[config.mk]
export PLATFORM = sky130hd
export DESIGN_NAME = rom_boot_loader
export DESIGN_NICKNAME = d
export VERILOG_FILES = /design/src/verilog/nes_boot_pkg.sv /design/src/verilog/boot_word_buffer.sv /design/src/verilog/sram_write_controller.sv /design/src/verilog/ines_game_loader.sv /design/src/verilog/rom_boot_loader.sv
export SDC_FILE = /design/constraint.sdc
export NUM_CORES = 1
export LEC_CHECK = 0
export ABC_AREA = 1
export BUFFER_PORTS_ARGS = -buffer_cell sky130_fd_sc_hd__buf_2
export CAP_MARGIN = 10
export CELL_PAD_IN_SITES_DETAIL_PLACEMENT = 1
export CELL_PAD_IN_SITES_GLOBAL_PLACEMENT = 1
export CORE_MARGIN = 4
export CORE_UTILIZATION = 49
export DETAILED_ROUTE_END_ITERATION = 10
export PLACE_DENSITY = 0.83
export SYNTH_ARGS = -nofsm -noshare
export SYNTH_HDL_FRONTEND = slang
export SYNTH_SLANG_ARGS = --single-unit
[constraint.sdc]
create_clock -name clk -period 8.1 [get_ports clk]
set_input_delay 1.215 -clock clk [delete_from_list [all_inputs] [get_ports clk]]
set_output_delay 1.215 -clock clk [all_outputs]
set_load 0.01 [all_outputs]
[src/verilog/nes_boot_pkg.sv]
// shared constants for the cartridge boot path
// boot word and SRAM address widths, word FIFO depth,
// iNES header format, SRAM memory map and mapper_flags field positions
package nes_boot_pkg;

  // host boot words and SRAM addressing
  localparam int boot_word_width = 32;
  localparam int mem_addr_width  = 22;

  // word FIFO between host and loader, depth kept a power of two
  localparam int boot_fifo_depth = 4;
  localparam int fifo_ptr_width  = $clog2(boot_fifo_depth);

  // everything before this byte is dropped
  localparam logic [7:0] skip_marker = 8'h4e;

  // iNES header
  localparam logic [7:0] ines_magic_0 = 8'h4e;
  localparam logic [7:0] ines_magic_1 = 8'h45;
  localparam logic [7:0] ines_magic_2 = 8'h53;
  localparam logic [7:0] ines_magic_3 = 8'h1a;
  localparam int ines_header_bytes  = 16;
  localparam int header_index_width = $clog2(ines_header_bytes);
  localparam logic [header_index_width-1:0] header_last_index =
    header_index_width'(ines_header_bytes - 1);

  // bank sizes and SRAM map, PRG starts at 0
  localparam logic [mem_addr_width-1:0] prg_bank_bytes = mem_addr_width'(16384);
  localparam logic [mem_addr_width-1:0] chr_bank_bytes = mem_addr_width'(8192);
  localparam logic [mem_addr_width-1:0] chr_base_addr  = mem_addr_width'(32'h0020_0000);

  // mapper_flags layout, bits 15..10 stay zero
  localparam int flags_mapper_lsb = 0;
  localparam int flags_mirror_bit = 8;
  localparam int flags_battery_bit = 9;
  localparam int flags_prg_lsb = 16;
  localparam int flags_chr_lsb = 24;

endpackage

[src/verilog/boot_word_buffer.sv]
`timescale 1ns/1ns
// host boot word buffer
// request/acknowledge handshake with rom_size gate, small word FIFO,
// byte unpacker that drops everything before the first 'N'
module boot_word_buffer (
  input  logic                                     clk,
  input  logic                                     host_reset_loader,
  input  logic [nes_boot_pkg::boot_word_width-1:0] host_bootdata,
  input  logic                                     host_bootdata_req,
  input  logic [31:0]                              rom_size,
  input  logic                                     byte_take,
  output logic                                     host_bootdata_ack,
  output logic                                     byte_valid,
  output logic [7:0]                               byte_data
);

  typedef enum logic {ack_idle, ack_send} ack_state_t;

  ack_state_t ack_state;
  logic [31:0] bytes_loaded;

  logic [nes_boot_pkg::boot_word_width-1:0] fifo_mem [nes_boot_pkg::boot_fifo_depth];
  logic [nes_boot_pkg::fifo_ptr_width-1:0] wr_ptr;
  logic [nes_boot_pkg::fifo_ptr_width-1:0] rd_ptr;
  logic [nes_boot_pkg::fifo_ptr_width:0] fifo_count;
  logic [nes_boot_pkg::boot_word_width-1:0] head_word;
  logic [1:0] byte_sel;
  logic skip;

  logic fifo_full;
  logic fifo_empty;
  logic accept;
  logic store;
  logic advance;
  logic pop;

  // count reaches the depth only with its top bit set
  assign fifo_full  = fifo_count[nes_boot_pkg::fifo_ptr_width];
  assign fifo_empty = (fifo_count == '0);

  // words past rom_size are acknowledged but not stored
  assign accept = (ack_state == ack_idle) && host_bootdata_req && !fifo_full;
  assign store  = accept && (bytes_loaded < rom_size);

  assign host_bootdata_ack = (ack_state == ack_send);

  always_ff @(posedge clk) begin
    if (host_reset_loader) begin
      ack_state    <= ack_idle;
      bytes_loaded <= '0;
    end else begin
      case (ack_state)
        ack_idle: if (accept) ack_state <= ack_send;
        default:  ack_state <= ack_idle;
      endcase
      // four bytes per boot word
      if (store) bytes_loaded <= bytes_loaded + 32'd4;
    end
  end

  always_ff @(posedge clk) begin
    if (store) fifo_mem[wr_ptr] <= host_bootdata;
  end

  always_ff @(posedge clk) begin
    if (host_reset_loader) begin
      wr_ptr     <= '0;
      rd_ptr     <= '0;
      fifo_count <= '0;
    end else begin
      if (store) wr_ptr <= wr_ptr + 1'b1;
      if (pop) rd_ptr <= rd_ptr + 1'b1;
      case ({store, pop})
        2'b10:   fifo_count <= fifo_count + 1'b1;
        2'b01:   fifo_count <= fifo_count - 1'b1;
        default: fifo_count <= fifo_count;
      endcase
    end
  end

  // head word unpacked least significant byte first
  assign head_word = fifo_mem[rd_ptr];
  assign byte_data = head_word[{byte_sel, 3'b000} +: 8];

  // in skip mode only the marker itself is offered
  assign byte_valid = !fifo_empty && (!skip || byte_data == nes_boot_pkg::skip_marker);
  assign advance = (byte_valid && byte_take) ||
                   (!fifo_empty && skip && byte_data != nes_boot_pkg::skip_marker);
  assign pop = advance && (byte_sel == 2'd3);

  always_ff @(posedge clk) begin
    if (host_reset_loader) begin
      byte_sel <= '0;
      skip     <= 1'b1;
    end else begin
      if (advance) byte_sel <= byte_sel + 1'b1;
      if (byte_valid && byte_take) skip <= 1'b0;
    end
  end

endmodule

[src/verilog/sram_write_controller.sv]
`timescale 1ns/1ns
// write-only SRAM controller
// registered address and data, one-cycle active-low write strobe,
// busy hold-off between writes
module sram_write_controller (
  input  logic                                    clk,
  input  logic                                    host_reset_loader,
  input  logic                                    mem_write,
  input  logic [nes_boot_pkg::mem_addr_width-1:0] mem_addr,
  input  logic [7:0]                              mem_data,
  output logic                                    ram_busy,
  output logic                                    ram_we_n,
  output logic [nes_boot_pkg::mem_addr_width-1:0] ram_a,
  output logic [7:0]                              ram_d
);

  logic [1:0] busy_count;
  logic write_go;

  assign write_go = mem_write && !ram_busy;

  // busy for the strobe cycle and one hold cycle after it
  assign ram_busy = (busy_count != 2'd0);

  always_ff @(posedge clk) begin
    if (host_reset_loader) begin
      busy_count <= '0;
      ram_we_n   <= 1'b1;
    end else begin
      ram_we_n <= !write_go;
      if (write_go) begin
        busy_count <= 2'd2;
      end else if (ram_busy) begin
        busy_count <= busy_count - 1'b1;
      end
    end
  end

  // address and data stay put through the strobe and the hold cycle
  always_ff @(posedge clk) begin
    if (write_go) begin
      ram_a <= mem_addr;
      ram_d <= mem_data;
    end
  end

endmodule

[src/verilog/ines_game_loader.sv]
`timescale 1ns/1ns
// iNES game loader
// header parse with magic and bank count checks, mapper_flags,
// PRG and CHR copy into SRAM, done and fail status
module ines_game_loader (
  input  logic                                    clk,
  input  logic                                    host_reset_loader,
  input  logic                                    byte_valid,
  input  logic [7:0]                              byte_data,
  input  logic                                    ram_busy,
  output logic                                    byte_take,
  output logic                                    mem_write,
  output logic [nes_boot_pkg::mem_addr_width-1:0] mem_addr,
  output logic [7:0]                              mem_data,
  output logic [31:0]                             mapper_flags,
  output logic                                    loader_done,
  output logic                                    loader_fail
);

  typedef enum logic [1:0] {st_header, st_data, st_done, st_fail} state_t;

  state_t state;
  logic [nes_boot_pkg::header_index_width-1:0] hdr_count;
  logic magic_bad;
  logic [7:0] hdr_prg;
  logic [7:0] hdr_chr;
  logic [7:0] hdr_flags6;
  logic [7:0] hdr_flags7;
  logic [nes_boot_pkg::mem_addr_width-1:0] prg_left;
  logic [nes_boot_pkg::mem_addr_width-1:0] chr_left;
  logic [nes_boot_pkg::mem_addr_width-1:0] prg_next;
  logic [nes_boot_pkg::mem_addr_width-1:0] chr_next;
  logic [7:0] magic_expected;
  logic magic_mismatch;
  logic hdr_move;
  logic [31:0] flags_next;

  assign hdr_move = (state == st_header) && byte_valid;

  // data bytes are only taken when the write can go out in the same cycle
  assign byte_take = (state == st_header) || (state == st_data && !ram_busy);
  assign mem_write = (state == st_data) && byte_valid && !ram_busy;
  assign mem_data  = byte_data;

  assign loader_done = (state == st_done);
  assign loader_fail = (state == st_fail);

  always_comb begin
    case (hdr_count[1:0])
      2'd0:    magic_expected = nes_boot_pkg::ines_magic_0;
      2'd1:    magic_expected = nes_boot_pkg::ines_magic_1;
      2'd2:    magic_expected = nes_boot_pkg::ines_magic_2;
      default: magic_expected = nes_boot_pkg::ines_magic_3;
    endcase
  end
  assign magic_mismatch = (byte_data != magic_expected);

  always_comb begin
    flags_next = '0;
    flags_next[nes_boot_pkg::flags_mapper_lsb +: 8] = {hdr_flags7[7:4], hdr_flags6[7:4]};
    flags_next[nes_boot_pkg::flags_mirror_bit]  = hdr_flags6[0];
    flags_next[nes_boot_pkg::flags_battery_bit] = hdr_flags6[1];
    flags_next[nes_boot_pkg::flags_prg_lsb +: 8] = hdr_prg;
    flags_next[nes_boot_pkg::flags_chr_lsb +: 8] = hdr_chr;
  end

  assign prg_next = prg_left - 1'b1;
  assign chr_next = chr_left - 1'b1;

  // raw header bytes 4 to 7
  always_ff @(posedge clk) begin
    if (hdr_move) begin
      case (hdr_count)
        4'd4:    hdr_prg <= byte_data;
        4'd5:    hdr_chr <= byte_data;
        4'd6:    hdr_flags6 <= byte_data;
        4'd7:    hdr_flags7 <= byte_data;
        default: ;
      endcase
    end
  end

  always_ff @(posedge clk) begin
    if (host_reset_loader) begin
      state        <= st_header;
      hdr_count    <= '0;
      magic_bad    <= 1'b0;
      mapper_flags <= '0;
      mem_addr     <= '0;
      prg_left     <= '0;
      chr_left     <= '0;
    end else if (hdr_move) begin
      hdr_count <= hdr_count + 1'b1;
      if (hdr_count[3:2] == 2'd0 && magic_mismatch) magic_bad <= 1'b1;
      if (hdr_count == 4'd3 && (magic_bad || magic_mismatch)) begin
        state <= st_fail;
      end else if (hdr_count == 4'd4 && byte_data == 8'd0) begin
        state <= st_fail;
      end else if (hdr_count == nes_boot_pkg::header_last_index) begin
        // header complete, publish flags and byte totals
        state        <= st_data;
        mapper_flags <= flags_next;
        prg_left     <= hdr_prg * nes_boot_pkg::prg_bank_bytes;
        chr_left     <= hdr_chr * nes_boot_pkg::chr_bank_bytes;
      end
    end else if (mem_write) begin
      if (prg_left != '0) begin
        prg_left <= prg_next;
        if (prg_next == '0) begin
          // last PRG byte, CHR region follows
          mem_addr <= nes_boot_pkg::chr_base_addr;
          if (chr_left == '0) state <= st_done;
        end else begin
          mem_addr <= mem_addr + 1'b1;
        end
      end else begin
        chr_left <= chr_next;
        mem_addr <= mem_addr + 1'b1;
        if (chr_next == '0) state <= st_done;
      end
    end
  end

endmodule

[src/verilog/rom_boot_loader.sv]
`timescale 1ns/1ns
// cartridge boot path top level
// word buffer, iNES loader and SRAM write controller
module rom_boot_loader (
  input  logic                                     clk,
  input  logic                                     host_reset_loader,
  input  logic [nes_boot_pkg::boot_word_width-1:0] host_bootdata,
  input  logic                                     host_bootdata_req,
  input  logic [31:0]                              rom_size,
  output logic                                     host_bootdata_ack,
  output logic [31:0]                              mapper_flags,
  output logic                                     loader_done,
  output logic                                     loader_fail,
  output logic                                     ram_we_n,
  output logic [nes_boot_pkg::mem_addr_width-1:0]  ram_a,
  output logic [7:0]                               ram_d
);

  // byte pull between buffer and loader
  logic       byte_valid;
  logic [7:0] byte_data;
  logic       byte_take;

  // loader write port
  logic                                    mem_write;
  logic [nes_boot_pkg::mem_addr_width-1:0] mem_addr;
  logic [7:0]                              mem_data;
  logic                                    ram_busy;

  boot_word_buffer u_buffer (
    .clk               (clk),
    .host_reset_loader (host_reset_loader),
    .host_bootdata     (host_bootdata),
    .host_bootdata_req (host_bootdata_req),
    .rom_size          (rom_size),
    .byte_take         (byte_take),
    .host_bootdata_ack (host_bootdata_ack),
    .byte_valid        (byte_valid),
    .byte_data         (byte_data)
  );

  ines_game_loader u_loader (
    .clk               (clk),
    .host_reset_loader (host_reset_loader),
    .byte_valid        (byte_valid),
    .byte_data         (byte_data),
    .ram_busy          (ram_busy),
    .byte_take         (byte_take),
    .mem_write         (mem_write),
    .mem_addr          (mem_addr),
    .mem_data          (mem_data),
    .mapper_flags      (mapper_flags),
    .loader_done       (loader_done),
    .loader_fail       (loader_fail)
  );

  sram_write_controller u_sram (
    .clk               (clk),
    .host_reset_loader (host_reset_loader),
    .mem_write         (mem_write),
    .mem_addr          (mem_addr),
    .mem_data          (mem_data),
    .ram_busy          (ram_busy),
    .ram_we_n          (ram_we_n),
    .ram_a             (ram_a),
    .ram_d             (ram_d)
  );

endmodule

==> results of run 1 <==
==> flip-flops by register name, indices dropped and copies added (netlist names), 3 cells and up, named ones only <==
name                   count
u_loader.hdr_flags7        4
u_buffer.fifo_count        3
u_loader.prg_left         22
u_sram.ram_d               8
u_loader.chr_left         22
u_loader.hdr_chr           8
u_loader.mem_addr         22
u_buffer.bytes_loaded     30
u_loader.hdr_prg           8
u_sram.ram_a              22
u_loader.mapper_flags     26
u_buffer.fifo_mem        128
u_loader.hdr_flags6        6
u_loader.hdr_count         4
==> power by group <==
group	leakage (nW)	internal [mW]	total (mW)	switching, mW
combinational	4.43	0.118	0.409	0.291
sequential	2.80	1.82	1.85	0.0292
clock	0.614	1.06	1.76	0.699
total	7.85	3.00	4.02	1.02
==> logic make-up after synthesis <==
logic type / Yosys count
buf+inv: 310
xor+xnor: 53
other cells: 1
flops: 329
simple gates: 1039
compound gates: 204
fa+ha+maj: 47
==> cells in the mapped netlist (all sizes together) <==
| cell | instances |
|---|---|
| xnor2 | 16 |
| xor2 | 37 |
| and3 | 3 |
| fa | 1 |
| a21oi | 133 |
| o22ai | 4 |
| nor3 | 48 |
| clkinv | 2 |
| or3 | 1 |
| clkbuf | 28 |
| ha | 46 |
| nand3b | 14 |
| nor3b | 1 |
| buf | 49 |
| edfxtp | 184 |
| nor4 | 10 |
| o21a | 2 |
| conb | 1 |
| o211a | 1 |
| nand3 | 179 |
| nand2 | 521 |
| o31ai | 2 |
| nand4 | 26 |
| a31oi | 2 |
| o211ai | 5 |
| o21ai | 53 |
| inv | 231 |
| a221oi | 1 |
| or2 | 9 |
| dfxtp | 145 |
| o21bai | 1 |
| nor2 | 227 |
==> worst register-to-register path: stages (launching register included) <==
cell and delay [ns]:
dfxtp_2 0.31, buf_4 0.57, clkinv_2 0.89, nand2_1 0.31, nand2_1 0.09, nand2_1 0.07
nand3_1 0.10, nand3_1 0.11, nand2_1 0.28, inv_2 0.12, nand2_1 0.10, nor2_1 0.10
nand2_1 0.11, nand2_2 0.12, nand3_4 0.43, inv_2 0.65, nand2_1 0.84, a21oi_1 0.40
nor2_1 0.06
==> cell usage in the layout (no fill, tap or decap), types with 5 or more instances in the layout <==
master,count
a21oi_1,133
buf_2,126
buf_4,11
bufinv_16,6
clkbuf_16,37
clkinv_1,7
clkinv_2,5
conb_1,6
dfxtp_1,144
edfxtp_1,184
ha_1,46
inv_1,225
inv_2,6
nand2_1,515
nand3_1,177
nand3b_1,14
nand4_1,25
nor2_1,222
nor3_1,46
nor4_1,10
o211ai_1,5
o21ai_0,50
xnor2_1,16
xor2_1,37
==> stage by stage <==
stage	hold WS (ns)	instances	util, %	instance area (µm²)
after floorplan	0.4082	1988	-	16290
after global placement	0.4214	2490	52.59	17150
after detailed placement	0.4262	2490	52.59	17150
after CTS	0.4394	2557	56.51	18430
after global routing	0.4465	2557	56.52	18440
final	0.4407	2558	56.53	18440
==> per-layer routing <==
metal | track usage [%] | vias to the layer above | part of all wire, %
met5 | 0 | - | 0.015
met2 | 45.38 | 270 | 51
li1 | - | 6685 | -
met3 | 3.717 | 85 | 4.1
met1 | 31.14 | 6767 | 42
met4 | 7.431 | 2 | 2.5
==> final cells by class <==
type                    instances  area, µm²  share of cell area, %
flip-flops and latches        329       8429                  45.71
clock inverters                24      300.3                  1.628
well taps                     442      553.0                  2.999
clock buffers                  43      978.4                  5.306
repair buffers                137      713.2                  3.868
diodes                          1      2.502                0.01357
inverters                     233      875.8                  4.750
multi-input cells            1349       6588                  35.72
==> worst min-delay path by stage <==
stage / to / from / cells past startpoint
6_report: u_sram.ram_a[20]$_DFFE_PP_ / u_loader.mem_addr[20]$_SDFFE_PP0P_ / 0
5_1_grt: u_sram.ram_a[20]$_DFFE_PP_ / u_loader.mem_addr[20]$_SDFFE_PP0P_ / 0
4_1_cts: u_sram.ram_a[20]$_DFFE_PP_ / u_loader.mem_addr[20]$_SDFFE_PP0P_ / 0
3_5_place_dp: u_sram.ram_a[20]$_DFFE_PP_ / u_loader.mem_addr[20]$_SDFFE_PP0P_ / 0
3_3_place_gp: u_sram.ram_a[20]$_DFFE_PP_ / u_loader.mem_addr[20]$_SDFFE_PP0P_ / 0
2_1_floorplan: u_sram.ram_a[20]$_DFFE_PP_ / u_loader.mem_addr[20]$_SDFFE_PP0P_ / 0
==> summary.md, run 1 <==
| Metric | Value |
|---|---|
| Reg-to-Reg End | `u_loader.mapper_flags[27]$_SDFFE_PP0P_` |
| Worst min path class | `register to register` |
| Starting Density | `49.88%` |
| Routed vias | `13810` |
| Synthesized flop and latch total | `between 300 and 400` |
| Max incr delay on CP | `0.88 ns` |
| # port buffers | `about 130` |
| Yosys top cell by area | `edfxtp_1` |
| DIE AREA | `about 36000 µm²` |
| Yosys synthesis warning count | `0` |
| Compound-Gate Fraction of Synth Area | `6.551%` |
| Ranking of synthesized cells by area | `edfxtp_1, dfxtp_1, nand2_1` |
| Post-route antenna net violation count | `0` |
| Core area | `~33000 µm²` |
| Later-pin clock latency in the skew report | `0.55 ns` |
| Drc violations | `0` |
| Period minus WS final | `5.804 ns` |
| Largest family of logic cells by synthesized area | `simple AND/OR/NAND/NOR gates` |
| # hold bufs at CTS | `0` |
| Tcrit/Tclk final | `71.65%` |
| Worst ir drop on vdd | `0.2235 mV` |
| Mux cell area share after synthesis | `0%` |
| Final nets | `about 2200` |
| Fraction of the mapped netlist area in adder cells | `3.660%` |
| Worst R2R Path Depth | `18` |
| RSZ-0062 raised after global routing | `no` |
| CP most frequent cell | `nand2_1` |
| Synth Area in XOR/XNOR | `2.853%` |
| Worst R2R Setup Slack | `roughly 2.3 ns` |
| Ports | `133` |
| Required @ worst endpoint | `8.49 ns` |
| Status | `complete, no violations` |
| Initial antenna violation count | `1` |
| Top-area cell type share of the netlist area | `33.96%` |
| Chip height | `between 150 and 200 µm` |
| Worst path depth | `18` |
| Die width | `190.2 µm` |
| Post-CTS Resized | `0` |
| DRT iter0 DRCs | `646` |
| Post-CTS Setup Repair Bufs | `0` |
| CTS root buf | `clkbuf_16` |
| Row count | `66` |
| Vias in the first global route | `~15000` |
| Setup TNS Final | `0 ns` |
| Clock Skews | `0.02597 ns` |
| Slowest-stage cell, CP | `clkinv_2` |
| Largest net degree at the start of global routing | `79` |
| Final Hold Viols | `0` |
| Wire length per cell | `~18 µm` |
| Area Overhead vs Synth | `13.33%` |
| Global route overflow | `0` |
| Leakage power | `between 7 and 8 nW` |
| Finish-stage setup viols | `0` |
| Worst Setup Start Kind | `register` |
| First-pass GRT wire length | `73980 µm` |
| TritonCTS clock tree | `yes` |
| Register area share after synthesis | `51.80%` |
| DP Worst Slack | `2.311 ns` |
| Highest clock rate | `172.3 MHz` |
| Simple-Gate Fraction of Synth Area | `27.13%` |
| Post-synthesis instance area | `~16000 µm²` |
| Critical Path Sink | `u_loader.mapper_flags[27]$_SDFFE_PP0P_` |
| Crit path kind | `register to register` |
| # Max-Cap Violations | `0` |
| CP Buf/Inv Count | `4` |
| Worst-path clk slew | `0.06 ns` |
| Pre-Repair DR Iteration Count | `5` |
| PwrDens | `218.0 nW/µm²` |
| Distinct cells, synth | `47` |
| Share of cells above drive strength 1 | `around a tenth` |
| Drt total wl | `45560 µm` |
| Relative slew slack | `22.83%` |
| Deepest clock path buffer count | `3` |
| Number of fill cells | `3976` |
| Vias/cell | `5.398` |
| Crit end category | `register` |
| Syn Inst Count | `1983` |
| DP HPWL | `31430 µm` |
| GRT Total Usage | `about 25%` |
| Clock Sink Count | `329` |
| Avg Inst Size Synth | `8.206 µm²` |
| H-tree depth | `2` |
| Worst EP arrival | `approximately 6.2 ns` |
| CP top delay family | `simple AND/OR/NAND/NOR gates` |
| Tightest Pin Transition | `1.155 ns` |
| Setup WS post-layout | `2.296 ns` |
| Critical Path Fanout Max | `68` |
| Final Slew Violations | `0` |
| GP Congestion | `0.8726` |
| Final Power | `slightly above 4 mW` |
| Crit-path cells | `buf_4 -> clkinv_2 -> nand2_1 -> nand2_1 -> nand2_1 -> nand3_1 -> nand3_1 -> nand2_1 -> inv_2 -> nand2_1 -> nor2_1 -> nand2_1 -> nand2_2 -> nand3_4 -> inv_2 -> nand2_1 -> a21oi_1 -> nor2_1` |
| Clock buffer count from CTS | `37` |
Note: power is estimated with default switching activity, not from simulation.
==> run 2, diff against run 1 <==
--- a/config.mk
+++ b/config.mk
@@ -11,9 +11,9 @@
 export CELL_PAD_IN_SITES_DETAIL_PLACEMENT = 1
 export CELL_PAD_IN_SITES_GLOBAL_PLACEMENT = 1
 export CORE_MARGIN = 4
-export CORE_UTILIZATION = 49
+export CORE_UTILIZATION = 45
 export DETAILED_ROUTE_END_ITERATION = 10
-export PLACE_DENSITY = 0.83
+export PLACE_DENSITY = 0.76
 export SYNTH_ARGS = -nofsm -noshare
 export SYNTH_HDL_FRONTEND = slang
 export SYNTH_SLANG_ARGS = --single-unit
==> constraint.sdc (replaced) <==
create_clock -name clk -period 5.85 [get_ports clk]
set_input_delay 0.8775 -clock clk [delete_from_list [all_inputs] [get_ports clk]]
set_output_delay 0.8775 -clock clk [all_outputs]
set_load 0.01 [all_outputs]
==> run 2 against run 1 <==
  * Flip-flop and latch count stayed put
  * Global-route usage is 2.6 points lower
  * Maximum frequency is 19% higher
  * Final cell count is 0.94% higher
  * Worst hold slack worse by 0.0028 ns
  * Largest cell class unchanged
  * Largest power group unchanged
  * Highest routed layer is now met4
==> summary.md, run 2 (same netlist as run 1, synthesis figures left out) <==
| Metric | Value |
|---|---|
| Tcrit/Tclk final | `83.39% (+12 points)` |
| Status | `complete, no violations` |
| Final Power | `5.627 mW (+40%)` |
| Deepest clock path buffer count | `3 (unchanged)` |
| Final Slew Violations | `0 (unchanged)` |
| Pre-Repair DR Iteration Count | `4 (-1)` |
| Worst ir drop on vdd | `0.2793 mV (+25%)` |
| First-pass GRT wire length | `71900 µm (-2.8%)` |
| Worst-path clk slew | `0.06 ns (about the same)` |
| Drc violations | `0 (unchanged)` |
| RSZ-0062 raised after global routing | `no` |
| Clock Sink Count | `329 (unchanged)` |
| DP Worst Slack | `0.9367 ns (-1.374 ns)` |
| Drt total wl | `44370 µm (-2.6%)` |
| Clock Skews | `0.02478 ns (-0.001187 ns)` |
| Largest regs | `u_buffer.fifo_mem: 128 flops, u_buffer.bytes_loaded: 30 flops, u_loader.mapper_flags: 26 flops` |
| Wire length per cell | `17.19 µm (-3.5%)` |
| Finish-stage setup viols | `0 (unchanged)` |
| Initial antenna violation count | `0 (-1)` |
| DIE AREA | `39270 µm² (+8.5%)` |
| CTS root buf | `clkbuf_16` |
| Setup TNS Final | `0 ns (unchanged)` |
| Share of cells above drive strength 1 | `10.75% (+0.16 points)` |
| Grt peak-use layer | `met2` |
| Relative slew slack | `25.25% (+2.4 points)` |
| Later-pin clock latency in the skew report | `0.56 ns (about the same)` |
| Area Overhead vs Synth | `13.89%` |
| Post-CTS Resized | `0 (unchanged)` |
| Number of flip-flops in the largest register | `128 (unchanged)` |
| Crit path kind | `register to register` |
| Worst Setup Start Kind | `register` |
| Period minus WS final | `4.878 ns (-0.9260 ns)` |
| Row count | `69 (+4.5%)` |
| Final Hold Viols | `0 (unchanged)` |
| Commonest non-fill, non-tap cell in the layout | `nand2_1` |
| Vias/cell | `5.216 (-3.4%)` |
| Ports | `133 (unchanged)` |
| Biggest register | `u_buffer.fifo_mem` |
| Global route overflow | `0 (unchanged)` |
| # hold bufs at CTS | `0 (unchanged)` |
| GR Layer Usage met1 | `29.01% (-2.1 points)` |
| TritonCTS clock tree | `yes` |
| Required @ worst endpoint | `6.34 ns (-2.15 ns)` |
| GRT met2 Usage | `39.88% (-5.5 points)` |
| Largest net degree at the start of global routing | `78 (-1.3%)` |
| Worst EP arrival | `5.36 ns (-0.84 ns)` |
| # Max-Cap Violations | `0 (unchanged)` |
| PwrDens | `303.6 nW/µm² (+39%)` |
| Crit end category | `register` |
| Chip height | `198.2 µm (+4.2%)` |
| Setup WS post-layout | `0.9720 ns (-1.324 ns)` |
| GP Congestion | `0.8812 (+0.99%)` |
| Cell area after layout | `18530 µm² (+0.50%)` |
| Post-route antenna net violation count | `0 (unchanged)` |
| Post-CTS Setup Repair Bufs | `0 (unchanged)` |
| Final nets | `2205 (+0.18%)` |
| GRT Total Usage | `22.45% (-2.6 points)` |
| Worst min path class | `register to register` |
| Fin util | `51.98% (-4.6 points)` |
| Critical Path Fanout Max | `61 (-10%)` |
| Clock buffer count from CTS | `37 (unchanged)` |
| Met3 Use GR | `2.808% (-0.91 points)` |
| Commonest non-fill, non-tap cells in the layout | `nand2_1, inv_1, nor2_1, edfxtp_1, nand3_1` |
| Core area | `35660 µm² (+9.3%)` |
| Starting Density | `45.64% (-4.2 points)` |
| Die width | `198.2 µm (+4.2%)` |
| Worst R2R Path Depth | `20 (+2)` |
| Highest clock rate | `205.0 MHz (+19%)` |
| Leakage power | `7.906 nW (+0.70%)` |
| # port buffers | `126 (unchanged)` |
| Routed vias | `13470 (-2.5%)` |
| Tightest Pin Transition | `1.118 ns (-0.03629 ns)` |
| Hold Path Depth | `0 (unchanged)` |
| DRT iter0 DRCs | `647 (+0.15%)` |
| Placed cell area | `17200 µm² (+0.27%)` |
| DP HPWL | `30770 µm (-2.1%)` |
| H-tree depth | `2 (unchanged)` |
| Vias in the first global route | `14100 (-3.7%)` |
==> run 2: cell count changes in the layout (fill, tap and decap cells not counted), sizes merged <==
| cell | previous run | this run |
|---|---|---|
| buf | 137 | 141 |
| inv | 232 | 233 |
| clkinvlp | 4 | 1 |
| clkbuf | 43 | 53 |
| clkinv | 15 | 8 |
==> run 2: final cells by class <==
class                           instances  area [µm²]
Inverter                              233       875.8
Fill cell                            4319       17120
Sequential cell                       329        8429
Clock buffer                           53        1067
Multi-Input combinational cell       1349        6583
Antenna cell                            1       2.502
Clock inverter                         15       257.7
Tap cell                              461       576.8
Timing Repair Buffer                  141       740.7
==> run 2: through the flow <==
step	hold WS [ns]	std cells
2_1_floorplan	0.4082	1988
3_3_place_gp	0.4200	2512
3_5_place_dp	0.4203	2512
4_1_cts	0.4329	2580
5_1_grt	0.4614	2581
6_report	0.4379	2582
==> run 2: final timing paths <==
check                                startpoint  slack (ns)                                  to
max                                    register        0.97  u_loader.chr_left[19]$_SDFFE_PP0P_
min          u_loader.mem_addr[20]$_SDFFE_PP0P_        0.44          u_sram.ram_a[20]$_DFFE_PP_
max reg2reg                            register        0.97  u_loader.chr_left[19]$_SDFFE_PP0P_
min reg2reg  u_loader.mem_addr[20]$_SDFFE_PP0P_        0.44          u_sram.ram_a[20]$_DFFE_PP_
==> run 2: per-layer routing <==
metal | vias up | share of wire, %
met5 | - | 0
met4 | 0 | 1.9
met3 | 48 | 3.5
met2 | 205 | 50
met1 | 6520 | 45
li1 | 6695 | -
==> run 2: report_power, final <==
part	internal [mW]	switching, mW
Sequential	2.52	0.0219
Combinational	0.167	0.403
Clock	1.55	0.966
Total	4.24	1.39
==> run 2: critical path, cell delays in order, from the launching register on <==
cell	delay, ns
dfxtp_2	0.33
clkinv_2	0.62
nand2_1	0.25
nand2_1	0.07
nand2_1	0.06
nand3_1	0.07
nand3_1	0.10
nand2_1	0.23
inv_2	0.12
nand2_1	0.07
nor2_1	0.13
nand2_1	0.11
nand2_2	0.11
nand3_4	0.44
inv_2	0.65
nand2_1	0.42
nand2_1	0.19
inv_2	0.29
nand3b_1	0.23
nand2_1	0.08
nor2_1	0.10
